--- src/ip2_pkg.sv ---
// Shared command, configuration and pin structs, status bit map, test constants and sizes
`default_nettype none

package ip2_pkg;

  // ---------------------------------------------------------------------
  // Sizes and test constants
  // ---------------------------------------------------------------------
  localparam int DEF_SCAN_BITS   = 64;             // Scan chain length in bits
  localparam int DEF_ARRAY_DEPTH = 16;             // 16-bit words in the config array

  localparam logic [3:0] TEST_SCAN      = 4'd1;    // Only test number still served
  localparam logic [5:0] MIN_TEST_DELAY = 6'd3;    // Shortest start delay accepted

  // Status word bit positions
  localparam int ST_W_STATIC = 0;
  localparam int ST_R_STATIC = 1;
  localparam int ST_W_ARRAY  = 2;
  localparam int ST_R_ARRAY  = 3;
  localparam int ST_R_DATA   = 4;
  localparam int ST_EXECUTE  = 5;
  localparam int ST_DONE     = 14;                 // Test 1 finished
  localparam int ST_ERROR    = 31;                 // Rejected execute word

  // ---------------------------------------------------------------------
  // Structs
  // ---------------------------------------------------------------------
  // Decoded op, strobes already gated by the device enable
  typedef struct packed {
    logic        w_static;
    logic        r_static;
    logic        w_array;
    logic        r_array;
    logic        r_data;
    logic        w_status_clear;
    logic        w_execute;
    logic [7:0]  addr;                             // Write word bits 23:16
    logic [23:0] data;                             // Whole write word
  } op_cmd_t;

  // Static register layout, MSB first
  typedef struct packed {
    logic [10:0] spare_hi;                         // Bits 23:13
    logic        super_pixel_sel;                  // Bit 12
    logic [5:0]  spare_lo;                         // Bits 11:6
    logic [5:0]  bit_period;                       // Scan bit length in clock cycles
  } static_cfg_t;

  // Execute word layout
  typedef struct packed {
    logic        mask_reset_not;                   // Skip the chip reset pulse
    logic [5:0]  spare;
    logic        loopback;                         // Capture scan_in instead of scan_out
    logic [3:0]  test_number;
    logic [5:0]  test_sample;                      // Sample phase inside a bit
    logic [5:0]  test_delay;                       // Cycles before the run starts
  } exec_cfg_t;

  // Chip pins driven by the test
  typedef struct packed {
    logic reset_not;
    logic scan_in;
    logic scan_load;
    logic super_pixel_sel;
  } pins_t;

endpackage

`default_nettype wire

--- src/ip2_op_decode.sv ---
// Op strobe gating with the device enable and command register
`timescale 1ns/1ps
`default_nettype none

module ip2_op_decode (
  input  logic             fw_axi_clk,
  input  logic             op_code_w_reset,
  input  logic             fw_dev_id_enable,      // This board is addressed
  input  logic             fw_op_code_w_static,
  input  logic             fw_op_code_r_static,
  input  logic             fw_op_code_w_array,
  input  logic             fw_op_code_r_array,
  input  logic             fw_op_code_r_data,
  input  logic             fw_op_code_w_status_clear,
  input  logic             fw_op_code_w_execute,
  input  logic [23:0]      sw_write24_0,          // Write word from software
  output ip2_pkg::op_cmd_t op_cmd
);

  // One register stage, strobes and word stay aligned
  always_ff @(posedge fw_axi_clk) begin
    op_cmd.addr <= sw_write24_0[23:16];           // Address byte
    op_cmd.data <= sw_write24_0;
    if (op_code_w_reset) begin
      op_cmd.w_static       <= 1'b0;
      op_cmd.r_static       <= 1'b0;
      op_cmd.w_array        <= 1'b0;
      op_cmd.r_array        <= 1'b0;
      op_cmd.r_data         <= 1'b0;
      op_cmd.w_status_clear <= 1'b0;
      op_cmd.w_execute      <= 1'b0;
    end else begin
      // Other boards on the port see the same strobes
      op_cmd.w_static       <= fw_dev_id_enable & fw_op_code_w_static;
      op_cmd.r_static       <= fw_dev_id_enable & fw_op_code_r_static;
      op_cmd.w_array        <= fw_dev_id_enable & fw_op_code_w_array;
      op_cmd.r_array        <= fw_dev_id_enable & fw_op_code_r_array;
      op_cmd.r_data         <= fw_dev_id_enable & fw_op_code_r_data;
      op_cmd.w_status_clear <= fw_dev_id_enable & fw_op_code_w_status_clear;
      op_cmd.w_execute      <= fw_dev_id_enable & fw_op_code_w_execute;
    end
  end

endmodule

`default_nettype wire

--- src/ip2_cfg_regs.sv ---
// Static configuration register and scan data array with their write ops
`timescale 1ns/1ps
`default_nettype none

module ip2_cfg_regs #(
  parameter int ARRAY_DEPTH = ip2_pkg::DEF_ARRAY_DEPTH
) (
  input  logic                         fw_axi_clk,
  input  logic                         op_code_w_reset,
  input  ip2_pkg::op_cmd_t             op_cmd,
  output ip2_pkg::static_cfg_t         static_cfg,
  output logic [ARRAY_DEPTH-1:0][15:0] cfg_array   // Scan chain data, word 0 shifted first
);

  localparam int AW = $clog2(ARRAY_DEPTH);

  logic [AW-1:0] wr_idx;                           // Array word selected by addr

  assign wr_idx = AW'(op_cmd.addr % ARRAY_DEPTH);  // Wraps past the array end

  // Static register, cleared so a read after reset gives zero
  always_ff @(posedge fw_axi_clk) begin
    if (op_code_w_reset) begin
      static_cfg <= '0;
    end else if (op_cmd.w_static) begin
      static_cfg <= op_cmd.data;
    end
  end

  // Array storage, low 16 bits of the write word
  always_ff @(posedge fw_axi_clk) begin
    if (op_cmd.w_array) begin
      cfg_array[wr_idx] <= op_cmd.data[15:0];
    end
  end

endmodule

`default_nettype wire

--- src/ip2_scan_test.sv ---
// Test 1 FSM with execute check, phase and bit counters, scan-in shift register, pin drive
`timescale 1ns/1ps
`default_nettype none

module ip2_scan_test #(
  parameter int SCAN_BITS   = ip2_pkg::DEF_SCAN_BITS,
  parameter int ARRAY_DEPTH = ip2_pkg::DEF_ARRAY_DEPTH
) (
  input  logic                         fw_axi_clk,
  input  logic                         op_code_w_reset,
  input  ip2_pkg::op_cmd_t             op_cmd,
  input  ip2_pkg::static_cfg_t         static_cfg,
  input  logic [ARRAY_DEPTH-1:0][15:0] cfg_array,
  output ip2_pkg::pins_t               pins,
  output logic                         sample_en,   // Capture strobe, once per bit
  output logic                         shift_bit,   // Bit now on scan_in
  output logic                         loopback,    // Latched loopback flag
  output logic                         running,
  output logic                         done,
  output logic                         exec_error
);

  localparam int BW = $clog2(SCAN_BITS);

  typedef enum logic [2:0] {
    IDLE,
    DELAY,
    RESET_NOT,
    SHIFT,
    DONE
  } state_t;

  state_t               state;
  ip2_pkg::exec_cfg_t   exec_new;                  // Execute word as sent
  ip2_pkg::exec_cfg_t   exec_q;                    // Execute word of the current run
  logic [5:0]           period_q;                  // Bit period of the current run
  logic [5:0]           phase_cnt;                 // Cycle inside delay, reset or bit
  logic [BW-1:0]        bit_cnt;
  logic [SCAN_BITS-1:0] sreg;                      // Bit 0 drives scan_in
  logic                 start;
  logic                 cfg_bad;
  logic                 phase_last;

  // ---------------------------------------------------------------------
  // Execute check
  // ---------------------------------------------------------------------
  assign exec_new = op_cmd.data;
  assign cfg_bad  = (exec_new.test_number != ip2_pkg::TEST_SCAN) ||
                    (exec_new.test_delay < ip2_pkg::MIN_TEST_DELAY) ||
                    (exec_new.test_delay > static_cfg.bit_period) ||
                    (exec_new.test_sample >= static_cfg.bit_period);
  assign start      = op_cmd.w_execute && !running;    // Ignored during a run
  assign phase_last = (phase_cnt == period_q - 6'd1);

  // Error flag lives until the next execute or a status clear
  always_ff @(posedge fw_axi_clk) begin
    if (op_code_w_reset) begin
      exec_error <= 1'b0;
    end else if (start) begin
      exec_error <= cfg_bad;
    end else if (op_cmd.w_status_clear) begin
      exec_error <= 1'b0;
    end
  end

  // ---------------------------------------------------------------------
  // FSM and counters
  // ---------------------------------------------------------------------
  always_ff @(posedge fw_axi_clk) begin
    if (op_code_w_reset) begin
      state     <= IDLE;
      phase_cnt <= '0;
      bit_cnt   <= '0;
    end else begin
      case (state)
        IDLE, DONE: begin
          phase_cnt <= '0;
          bit_cnt   <= '0;
          if (start) begin
            state <= cfg_bad ? IDLE : DELAY;       // Bad word keeps the test idle
          end else if (op_cmd.w_status_clear) begin
            state <= IDLE;                         // Drops done
          end
        end
        DELAY: begin
          if (phase_cnt == exec_q.test_delay - 6'd1) begin
            phase_cnt <= '0;
            state     <= exec_q.mask_reset_not ? SHIFT : RESET_NOT;
          end else begin
            phase_cnt <= phase_cnt + 6'd1;
          end
        end
        RESET_NOT: begin
          phase_cnt <= phase_last ? 6'd0 : phase_cnt + 6'd1;
          if (phase_last) begin
            state <= SHIFT;                        // One bit period of chip reset
          end
        end
        SHIFT: begin
          if (phase_last) begin
            phase_cnt <= '0;
            bit_cnt   <= bit_cnt + 1'b1;
            if (bit_cnt == BW'(SCAN_BITS - 1)) begin
              state <= DONE;
            end
          end else begin
            phase_cnt <= phase_cnt + 6'd1;
          end
        end
        default: state <= IDLE;
      endcase
    end
  end

  // Run settings and scan data, loaded on a good execute
  always_ff @(posedge fw_axi_clk) begin
    if (start && !cfg_bad) begin
      exec_q   <= exec_new;
      period_q <= static_cfg.bit_period;
      sreg     <= cfg_array[SCAN_BITS/16-1:0];     // Word 0 bit 0 goes out first
    end else if (state == SHIFT && phase_last) begin
      sreg <= {1'b0, sreg[SCAN_BITS-1:1]};
    end
  end

  // ---------------------------------------------------------------------
  // Outputs
  // ---------------------------------------------------------------------
  assign running   = (state == DELAY) || (state == RESET_NOT) || (state == SHIFT);
  assign done      = (state == DONE);
  assign shift_bit = sreg[0];
  assign loopback  = exec_q.loopback;
  assign sample_en = (state == SHIFT) && (phase_cnt == exec_q.test_sample);

  assign pins.reset_not       = (state != RESET_NOT);    // Active low pulse only
  assign pins.scan_in         = (state == SHIFT) && sreg[0];
  assign pins.scan_load       = 1'b0;                    // Chain stays in shift mode
  assign pins.super_pixel_sel = running && static_cfg.super_pixel_sel;

endmodule

`default_nettype wire

--- src/ip2_scan_capture.sv ---
// Capture shift register fed by scan_out or by the looped back scan_in bit
`timescale 1ns/1ps
`default_nettype none

module ip2_scan_capture #(
  parameter int SCAN_BITS = ip2_pkg::DEF_SCAN_BITS
) (
  input  logic                 fw_axi_clk,
  input  logic                 op_code_w_reset,
  input  logic                 sample_en,         // One strobe per scan bit
  input  logic                 loopback_bit,      // Bit now driven on scan_in
  input  logic                 fw_scan_out,       // Chip scan chain output
  input  logic                 loopback,
  output logic [SCAN_BITS-1:0] capture            // First sampled bit ends in bit 0
);

  logic sample_bit;

  assign sample_bit = loopback ? loopback_bit : fw_scan_out;

  // Shifts in from the top and holds after the run for readout
  always_ff @(posedge fw_axi_clk) begin
    if (op_code_w_reset) begin
      capture <= '0;
    end else if (sample_en) begin
      capture <= {sample_bit, capture[SCAN_BITS-1:1]};
    end
  end

endmodule

`default_nettype wire

--- src/ip2_sw_readout.sv ---
// Read data selection for static, array and capture reads, sticky status register
`timescale 1ns/1ps
`default_nettype none

module ip2_sw_readout #(
  parameter int SCAN_BITS   = ip2_pkg::DEF_SCAN_BITS,
  parameter int ARRAY_DEPTH = ip2_pkg::DEF_ARRAY_DEPTH
) (
  input  logic                         fw_axi_clk,
  input  logic                         op_code_w_reset,
  input  ip2_pkg::op_cmd_t             op_cmd,
  input  ip2_pkg::static_cfg_t         static_cfg,
  input  logic [ARRAY_DEPTH-1:0][15:0] cfg_array,
  input  logic [SCAN_BITS-1:0]         capture,
  input  logic                         done,
  input  logic                         exec_error,
  output logic [31:0]                  fw_read_data32,
  output logic [31:0]                  fw_read_status32
);

  localparam int AW     = $clog2(ARRAY_DEPTH);
  localparam int NWORDS = SCAN_BITS / 32;          // Capture words software can read

  logic [NWORDS-1:0][31:0] cap_words;
  logic [AW-1:0]           idx_lo;
  logic [AW-1:0]           idx_hi;
  logic [31:0]             status_q;

  assign cap_words = capture;
  assign idx_lo    = AW'(op_cmd.addr % ARRAY_DEPTH);
  assign idx_hi    = AW'((op_cmd.addr + 1) % ARRAY_DEPTH);   // Next word, wraps to 0

  // ---------------------------------------------------------------------
  // Read data, zero when no read strobe
  // ---------------------------------------------------------------------
  always_comb begin
    fw_read_data32 = '0;
    if (op_cmd.r_static) begin
      fw_read_data32 = {8'h00, static_cfg};
    end else if (op_cmd.r_array) begin
      fw_read_data32 = {cfg_array[idx_hi], cfg_array[idx_lo]};  // Pair, lower address low
    end else if (op_cmd.r_data && (op_cmd.addr < NWORDS)) begin
      fw_read_data32 = cap_words[op_cmd.addr];
    end
  end

  // ---------------------------------------------------------------------
  // Status, one sticky bit per op plus done and error
  // ---------------------------------------------------------------------
  always_ff @(posedge fw_axi_clk) begin
    if (op_code_w_reset || op_cmd.w_status_clear) begin
      status_q <= '0;
    end else begin
      if (op_cmd.w_static)  status_q[ip2_pkg::ST_W_STATIC] <= 1'b1;
      if (op_cmd.r_static)  status_q[ip2_pkg::ST_R_STATIC] <= 1'b1;
      if (op_cmd.w_array)   status_q[ip2_pkg::ST_W_ARRAY]  <= 1'b1;
      if (op_cmd.r_array)   status_q[ip2_pkg::ST_R_ARRAY]  <= 1'b1;
      if (op_cmd.r_data)    status_q[ip2_pkg::ST_R_DATA]   <= 1'b1;
      if (op_cmd.w_execute) status_q[ip2_pkg::ST_EXECUTE]  <= 1'b1;
      status_q[ip2_pkg::ST_DONE]  <= done;         // Follows the test
      status_q[ip2_pkg::ST_ERROR] <= exec_error;
    end
  end

  assign fw_read_status32 = status_q;

endmodule

`default_nettype wire

--- src/fw_ip2.sv ---
// Test controller top level with op decode, config, scan test, capture and readout
`timescale 1ns/1ps
`default_nettype none

module fw_ip2 #(
  parameter int SCAN_BITS   = ip2_pkg::DEF_SCAN_BITS,
  parameter int ARRAY_DEPTH = ip2_pkg::DEF_ARRAY_DEPTH
) (
  input  logic        fw_axi_clk,
  input  logic        op_code_w_reset,
  // Software port
  input  logic        fw_dev_id_enable,
  input  logic        fw_op_code_w_static,
  input  logic        fw_op_code_r_static,
  input  logic        fw_op_code_w_array,
  input  logic        fw_op_code_r_array,
  input  logic        fw_op_code_r_data,
  input  logic        fw_op_code_w_status_clear,
  input  logic        fw_op_code_w_execute,
  input  logic [23:0] sw_write24_0,
  output logic [31:0] fw_read_data32,
  output logic [31:0] fw_read_status32,
  // Chip pins
  output logic        fw_reset_not,
  output logic        fw_scan_in,
  output logic        fw_scan_load,
  output logic        fw_super_pixel_sel,
  input  logic        fw_scan_out
);

  ip2_pkg::op_cmd_t             op_cmd;
  ip2_pkg::static_cfg_t         static_cfg;
  logic [ARRAY_DEPTH-1:0][15:0] cfg_array;
  ip2_pkg::pins_t               pins;
  logic                         sample_en;
  logic                         shift_bit;
  logic                         loopback;
  logic                         running;
  logic                         done;
  logic                         exec_error;
  logic [SCAN_BITS-1:0]         capture;

  // ---------------------------------------------------------------------
  // Blocks, ports named as the nets here
  // ---------------------------------------------------------------------
  ip2_op_decode op_decode_i (.*);

  ip2_cfg_regs #(
    .ARRAY_DEPTH (ARRAY_DEPTH)
  ) cfg_regs_i (.*);

  ip2_scan_test #(
    .SCAN_BITS   (SCAN_BITS),
    .ARRAY_DEPTH (ARRAY_DEPTH)
  ) scan_test_i (.*);

  ip2_scan_capture #(
    .SCAN_BITS (SCAN_BITS)
  ) scan_capture_i (
    .loopback_bit (shift_bit),                     // Looped back scan_in
    .*
  );

  ip2_sw_readout #(
    .SCAN_BITS   (SCAN_BITS),
    .ARRAY_DEPTH (ARRAY_DEPTH)
  ) sw_readout_i (.*);

  // Pin struct out to the chip
  assign fw_reset_not       = pins.reset_not;
  assign fw_scan_in         = pins.scan_in;
  assign fw_scan_load       = pins.scan_load;
  assign fw_super_pixel_sel = pins.super_pixel_sel;

endmodule

`default_nettype wire

--- config.mk ---
export PLATFORM = sky130hd
export DESIGN_NAME = fw_ip2
export DESIGN_NICKNAME = d
export VERILOG_FILES = /design/src/ip2_pkg.sv /design/src/ip2_op_decode.sv /design/src/ip2_cfg_regs.sv /design/src/ip2_scan_test.sv /design/src/ip2_scan_capture.sv /design/src/ip2_sw_readout.sv /design/src/fw_ip2.sv
export SDC_FILE = /design/constraint.sdc
export NUM_CORES = 1
export LEC_CHECK = 0
export BUFFER_PORTS_ARGS = -buffer_cell sky130_fd_sc_hd__buf_2
export CAP_MARGIN = 10
export CELL_PAD_IN_SITES_DETAIL_PLACEMENT = 1
export CELL_PAD_IN_SITES_GLOBAL_PLACEMENT = 2
export CORE_MARGIN = 10
export CORE_UTILIZATION = 48
export DETAILED_ROUTE_END_ITERATION = 6
export PLACE_DENSITY = 0.89
export SYNTH_ARGS = -nofsm -noshare
export SYNTH_HDL_FRONTEND = slang
export SYNTH_SLANG_ARGS = --single-unit
--- constraint.sdc ---
create_clock -name fw_axi_clk -period 8.4 [get_ports fw_axi_clk]
set_input_delay 0.42 -clock fw_axi_clk [delete_from_list [all_inputs] [get_ports fw_axi_clk]]
set_output_delay 0.42 -clock fw_axi_clk [all_outputs]
set_load 0.005 [all_outputs]
* After elaboration in Yosys (flattened, before gate mapping)
Index checks and enable logic that the tools add are counted.
** Storage, ports and cells
- Register bits after elaboration :: 491
- Memories kept :: 0
- Memory bits (read-only) :: 0
- Bits of input ports :: 35
- Word-level logic and storage cells :: 138
- Memory bits (writable) :: 0
- Bits in latches :: 0
** Operators by class
- Muxes and demuxes :: 31
- Bitwise operators :: 7
- Eq/ne operators :: 15
- Shift operators :: 0
- Reductions and logical operators :: 25
- Div/mod/pow operators :: 0
- Multiply operators :: 0
- $lt $le $gt $ge :: 8
- Add/sub/neg operators :: 5
** Operator list (count)
- $bwmux W256 :: 1
- $mux W32 :: 5
- $bmux W16 S4 :: 2
- $mux W64 :: 2
- $demux W16 S4 :: 1
- $mux W16 :: 3
- $eq A6 B6 Y1 :: 3
- $mux W3 :: 6
- $mux W6 :: 3
- $pmux W6 S3 :: 1
- $lt A8 B2 Y1 const B :: 2
- $add A6 B1 Y6 const B :: 2
- $pmux W3 S4 :: 1
- $pmux W6 S2 :: 1
- $sub A6 B1 Y6 const B :: 2
- $lt A4 B5 Y1 const B :: 2
- $logic_and A1 B1 Y1 :: 8
- $ne A2 B1 Y1 const B :: 4
- $and A1 B1 Y1 :: 7
- $eq A3 B2 Y1 const B :: 2
- $eq A6 B6 Y1 const B :: 1
- $ge A6 B6 Y1 :: 1
- $gt A6 B6 Y1 :: 1
- $logic_or A1 B1 Y1 :: 6
- 15 further kinds :: 24

* Longest topological paths before layout
- Depth after elaboration :: 7
- Gate-level depth with buffers :: 15

* Modules after synthesis
A second synthesis with hierarchy kept.
** Second synthesis, totals
- Cell total of the unflattened synthesis :: 1438
- Area, all modules :: 21921.0 sq um
** By module, submodules not included
- ip2_cfg_regs :: instances 1, area an instance 8653.3 sq um, cells an instance 356, seq. area each 8167.8 sq um
- ip2_sw_readout :: instances 1, area an instance 5291.3 sq um, cells an instance 465, seq. area each 160.2 sq um
- ip2_scan_test :: instances 1, area an instance 4961.0 sq um, cells an instance 364, seq. area each 2842.7 sq um
- ip2_scan_capture :: instances 1, area an instance 2273.4 sq um, cells an instance 207, seq. area each 1281.2 sq um
- ip2_op_decode :: instances 1, area an instance 742.0 sq um, cells an instance 46, seq. area each 620.6 sq um

* Worst setup path after synthesis
No wires, ideal clock.
- Kind :: register to output
- Start :: reg, netlist name op_decode_i.op_cmd[24]
- End :: out fw_read_data32[28]
- Buffers on the path :: 8
- Data required time :: 7.980 ns
- Data arrival time :: 3.694 ns
- Cell stages (with the launch flop) :: 16
- Setup slack :: 4.286 ns
- Path through :: dfxtp_1 -> buf_4 -> buf_2 -> buf_2 -> buf_2 -> buf_2 -> inv_1 -> ha_1 -> buf_2 -> buf_1 -> buf_1 -> mux4_2 -> nand2_1 -> nand3_1 -> a31oi_1 -> nor2_1
** On the way
- Longest elaborated chain between the ends :: 5
- Elaborated cells on any way between the ends :: 10
- Those cells by class :: add/sub: 1; order compare: 1; mux: 7; reduce/logical: 1
** RTL lines
- $add A4 B1 Y4, or another cell as far along :: RTL line ip2_sw_readout.sv:31 : assign idx_hi = AW'((op_cmd.addr + 1) % ARRAY_DEPTH);
- $bmux W16 S4, or another cell as far along :: RTL line ip2_sw_readout.sv:41 : fw_read_data32 = {cfg_array[idx_hi], cfg_array[idx_lo]};
- $mux W16 (implied by the code) or $mux W32 (tied branches) :: RTL line ip2_sw_readout.sv:41, ip2_sw_readout.sv:42
- $mux W32 (*) :: RTL line ip2_sw_readout.sv:40 : end else if (op_cmd.r_array) begin
- $mux W32 (*) :: RTL line ip2_sw_readout.sv:38 : if (op_cmd.r_static) begin
- end, declared :: RTL line fw_ip2.sv:21 : output logic [31:0] fw_read_data32,
Every way passes the cells marked *; elsewhere a longest branch is shown, timed or not. The select of a mux whose other input is x is not followed.

* Final worst setup path
- Start :: reg, netlist name op_decode_i.op_cmd[24]
- End :: out fw_read_data32[20]
** On the way
- Longest elaborated chain between the ends :: 5
- Elaborated cells on any way between the ends :: 10
- Those cells by class :: add/sub: 1; order compare: 1; mux: 7; reduce/logical: 1
** RTL lines (RTL line)
- $add A4 B1 Y4, or another cell as far along :: ip2_sw_readout.sv:31
- $bmux W16 S4, or another cell as far along :: ip2_sw_readout.sv:41
- $mux W16 (implied by the code) or $mux W32 (tied branches) :: ip2_sw_readout.sv:41, ip2_sw_readout.sv:42
- $mux W32 (*) :: ip2_sw_readout.sv:40
- $mux W32 (*) :: ip2_sw_readout.sv:38
Marks and branches as above.

==> impl_metrics.ini <==
[run_status]
status = finished clean

[logic_synthesis]
yosysWarnings = 0
synth_area_per_cell_um2 = 14.1
synth_xor_area_share_pct = 0.883
synth_edf_count = 340
synth.largest_area_cell = edfxtp_1
synth_compound_gate_area_share_pct = 5.13
ys_seq_elements = 483
synth_simple_gate_area_share_pct = 8.54
synthAdderAreaFrac_pct = 1.15
ys_seq_area_share_pct = 59.9
synth_area_leaders = edfxtp_1, mux4_2, dfxtp_1
synthCells = 1548
netlist.area_leader.share_pct = 46.8
synthArstFlopShare_pct = 0
synthDistinctLibCells = 59
syn_area_um2 = 21800
ys.flop_type = edfxtp_1
synthMuxAreaShare_pct = 20.7
synth_top_family_by_area = multiplexers

[power]
internal_power_uw = 4060
p_leak_uw = 0.00832
p_switching_uw = 1220
ir_drop_uv = 150
seqPwrFrac_pct = 49.2
power.total_uw = 5280
pwr-share-comb_pct = 6.9
pwr-share-clk_pct = 43.9
powerDensity_nw_per_um2 = 214
p_sw_share_pct = 23.1

[floorplanning]
dieHeight_um = 233
rows = 78
die_x_um = 233
start_util_pct = 48.3
dieArea_um2 = 54400
core_um2 = 45200
boundaryPins = 103

[timing]
fin_tns_setup_ns = 0
relSlewSlack_pct = 12.4
period_share_pct = 56.8
hold_violations = 0
rsz0062_at_grt = no
finalSetupViolCount = 0
fin_skew_ns = 0.0241
slew_viol_final = 0
period_needed_ns = 4.77
worst_slew_pin_slew_ns = 1.31
fmax_mhz = 210

[worst_setup_path]
cp_slowest_cell = buf_4
path_buf_inv = 3
crit_arrival_ns = 4.35
worstPathCellList = buf_4 > buf_4 > mux4_2 > nand2_1 > nand3b_1 > a311oi_1 > a21oi_1 > buf_2
cp-start-kind = flop
cp.required_ns = 7.98
crit_path_end_kind = output pin
crit_fanout = 43
critPathMaxStageDelay_ns = 0.75
path_delay_family = buffers and inverters
critPathKind = flop to output pin
r2r_cells = 9
crit-reg2reg-launch = op_decode_i.op_cmd[1]
ff2ff_setup_slack_ns = 4.41
reg2reg_to = scan_test_i.sreg[46]
cp_common_cell = buf_4

[clocking]
numCtsBuffers = 52
htreeDepth = 2
clock_sinks = 483
clk_pin_slew_ns = 0.06
cts_setup_buffers = 0
cts_root_buf = clkbuf_16
cts_tree = done
clk_path_buf_depth = 3
insertion_delay_ns = 0.61

[hold_path]
min-delay-start = fw_op_code_r_array
hold_depth = 2
whs_endpoint = op_decode_i.op_cmd[35]
hold_class = input port to flop

[grt]
grt-ovfl-total = 0
grt_pass1_vias = 14300
grt_pass1_wl_mm = 93.0
grt_max_degree = 96
grtUsageTotal_pct = 22.8
antenna_found_initial = 1

[cells_and_area]
final_layout_size_suffix_gt1_share_pct = 24.7
layout_common_cells = edfxtp_1, nand2_1, mux4_2
layout.nets = 1677
final_common_cell = edfxtp_1
final_cell_count_no_fill = 2267
area_delta_synth_final_pct = 13.0

[drt]
route.detailed.wl_per_inst_um = 27.3
vias = 13800
dr.pass1.iters = 7
wl_mm = 62.0
drcViolationCount = 0
viasPerCell = 6.10
drt_iter0_markers = 1359
ant_nets = 0

[place]
dp_cells = 2143
io_buffers = 77
dp_hpwl_mm = 40.3
place_congestion = 0.837

[run]
cap_violations = 0
==> power by group through the flow <==
stage / Sequential [uW] / Clock [uW] / Combinational, uW
6_report: 2600 / 2320 / 365
5_1_grt: 2600 / 2460 / 389
4_1_cts: 2600 / 2350 / 361
3_5_place_dp: 2650 / 0 / 351
3_3_place_gp: 2650 / 0 / 340
2_1_floorplan: 2630 / 0 / 243
==> synth_stat cells, types with 4 or more instances <==
library cell,count
mux2i_1,57
buf_1,20
buf_2,17
edfxtp_1,340
nand2b_1,10
nand3_1,27
buf_4,28
a31oi_1,11
mux2_2,58
mux4_2,144
nor2b_1,6
nor2_1,79
buf_6,4
ha_1,20
a21oi_1,104
or3_1,4
and2_1,24
nand2_1,206
nand4_1,4
nand3b_1,17
dfxtp_1,143
clkbuf_1,64
o21ai_0,6
a211oi_1,23
or4_1,4
inv_1,36
xnor2_1,9
a311oi_1,8
o21a_1,8
and3_1,6
nor4_1,4
mux2_1,5
xor2_1,13
==> state kept, by name, indices dropped and copies added (netlist names), 8 cells and up <==
signal and cells:
cfg_regs_i.static_cfg 24, scan_capture_i.capture 64, scan_test_i.exec_q 13, cfg_regs_i.cfg_array 256
scan_test_i.sreg 64, op_decode_i.op_cmd 31, sw_readout_i.fw_read_status32 8
==> area by class of cell <==
class	count	area [um^2]
Inverter	36	135
Antenna cell	1	2.50
Clock inverter	33	330
Tap cell	600	751
Fill cell	4367	20500
Sequential cell	483	13100
Multi-Input combinational cell	920	8080
Timing Repair Buffer	129	858
Clock buffer	65	1400
==> how the worst max path moves through the flow <==
| stage | to | cells past startpoint | slack, ns | startpoint |
|---|---|---|---|---|
| after floorplan | fw_read_data32[28] | 15 | 4.29 | op_decode_i.op_cmd[24] |
| after global routing | fw_read_data32[20] | 8 | 3.35 | op_decode_i.op_cmd[24] |
| after CTS | fw_read_data32[20] | 8 | 3.61 | op_decode_i.op_cmd[24] |
| final | fw_read_data32[20] | 8 | 3.63 | op_decode_i.op_cmd[24] |
| after detailed placement | fw_read_data32[20] | 8 | 4.25 | op_decode_i.op_cmd[24] |
| after global placement | fw_read_data32[20] | 8 | 4.35 | op_decode_i.op_cmd[24] |
==> layer usage <==
layer  global-route usage (%)  vias up  wire [um]
li1                         -     5943          -
met1                     30.8     7172      25600
met2                     36.4      610      29200
met3                     5.31       93       5690
met4                     6.11        0       1470
met5                        0        -          0
==> what timing repair did <==
item	4_1_cts	5_1_grt
endpoints found under the hold margin	24	0
hold buffers	24	0
endpoints found under the setup margin	0	0
gates resized for setup	0	0
==> kinds of logic after synthesis <==
kind of cell	count (synthesis)
buffers and inverters	169
adder cells (fa/ha/maj)	20
XOR/XNOR	22
flip-flops	483
AND/OR/NAND/NOR	409
multiplexers	264
other	1
AO/OA/AOI/OAI	180
==> through the flow <==
stage / utilization (%) / setup WS [ns] / cell area [um^2] / hold WS (ns)
after global placement: 50.1 / 4.35 / 22600 / 0.440
after CTS: 54.5 / 3.61 / 24600 / 0.0210
final: 54.5 / 3.63 / 24600 / 0.0358
after detailed placement: 50.1 / 4.25 / 22600 / 0.451
after floorplan: - / 4.29 / 21900 / 0.420
after global routing: 54.5 / 3.35 / 24600 / 0.0255
No activity file was read; power rests on OpenSTA's default activity.
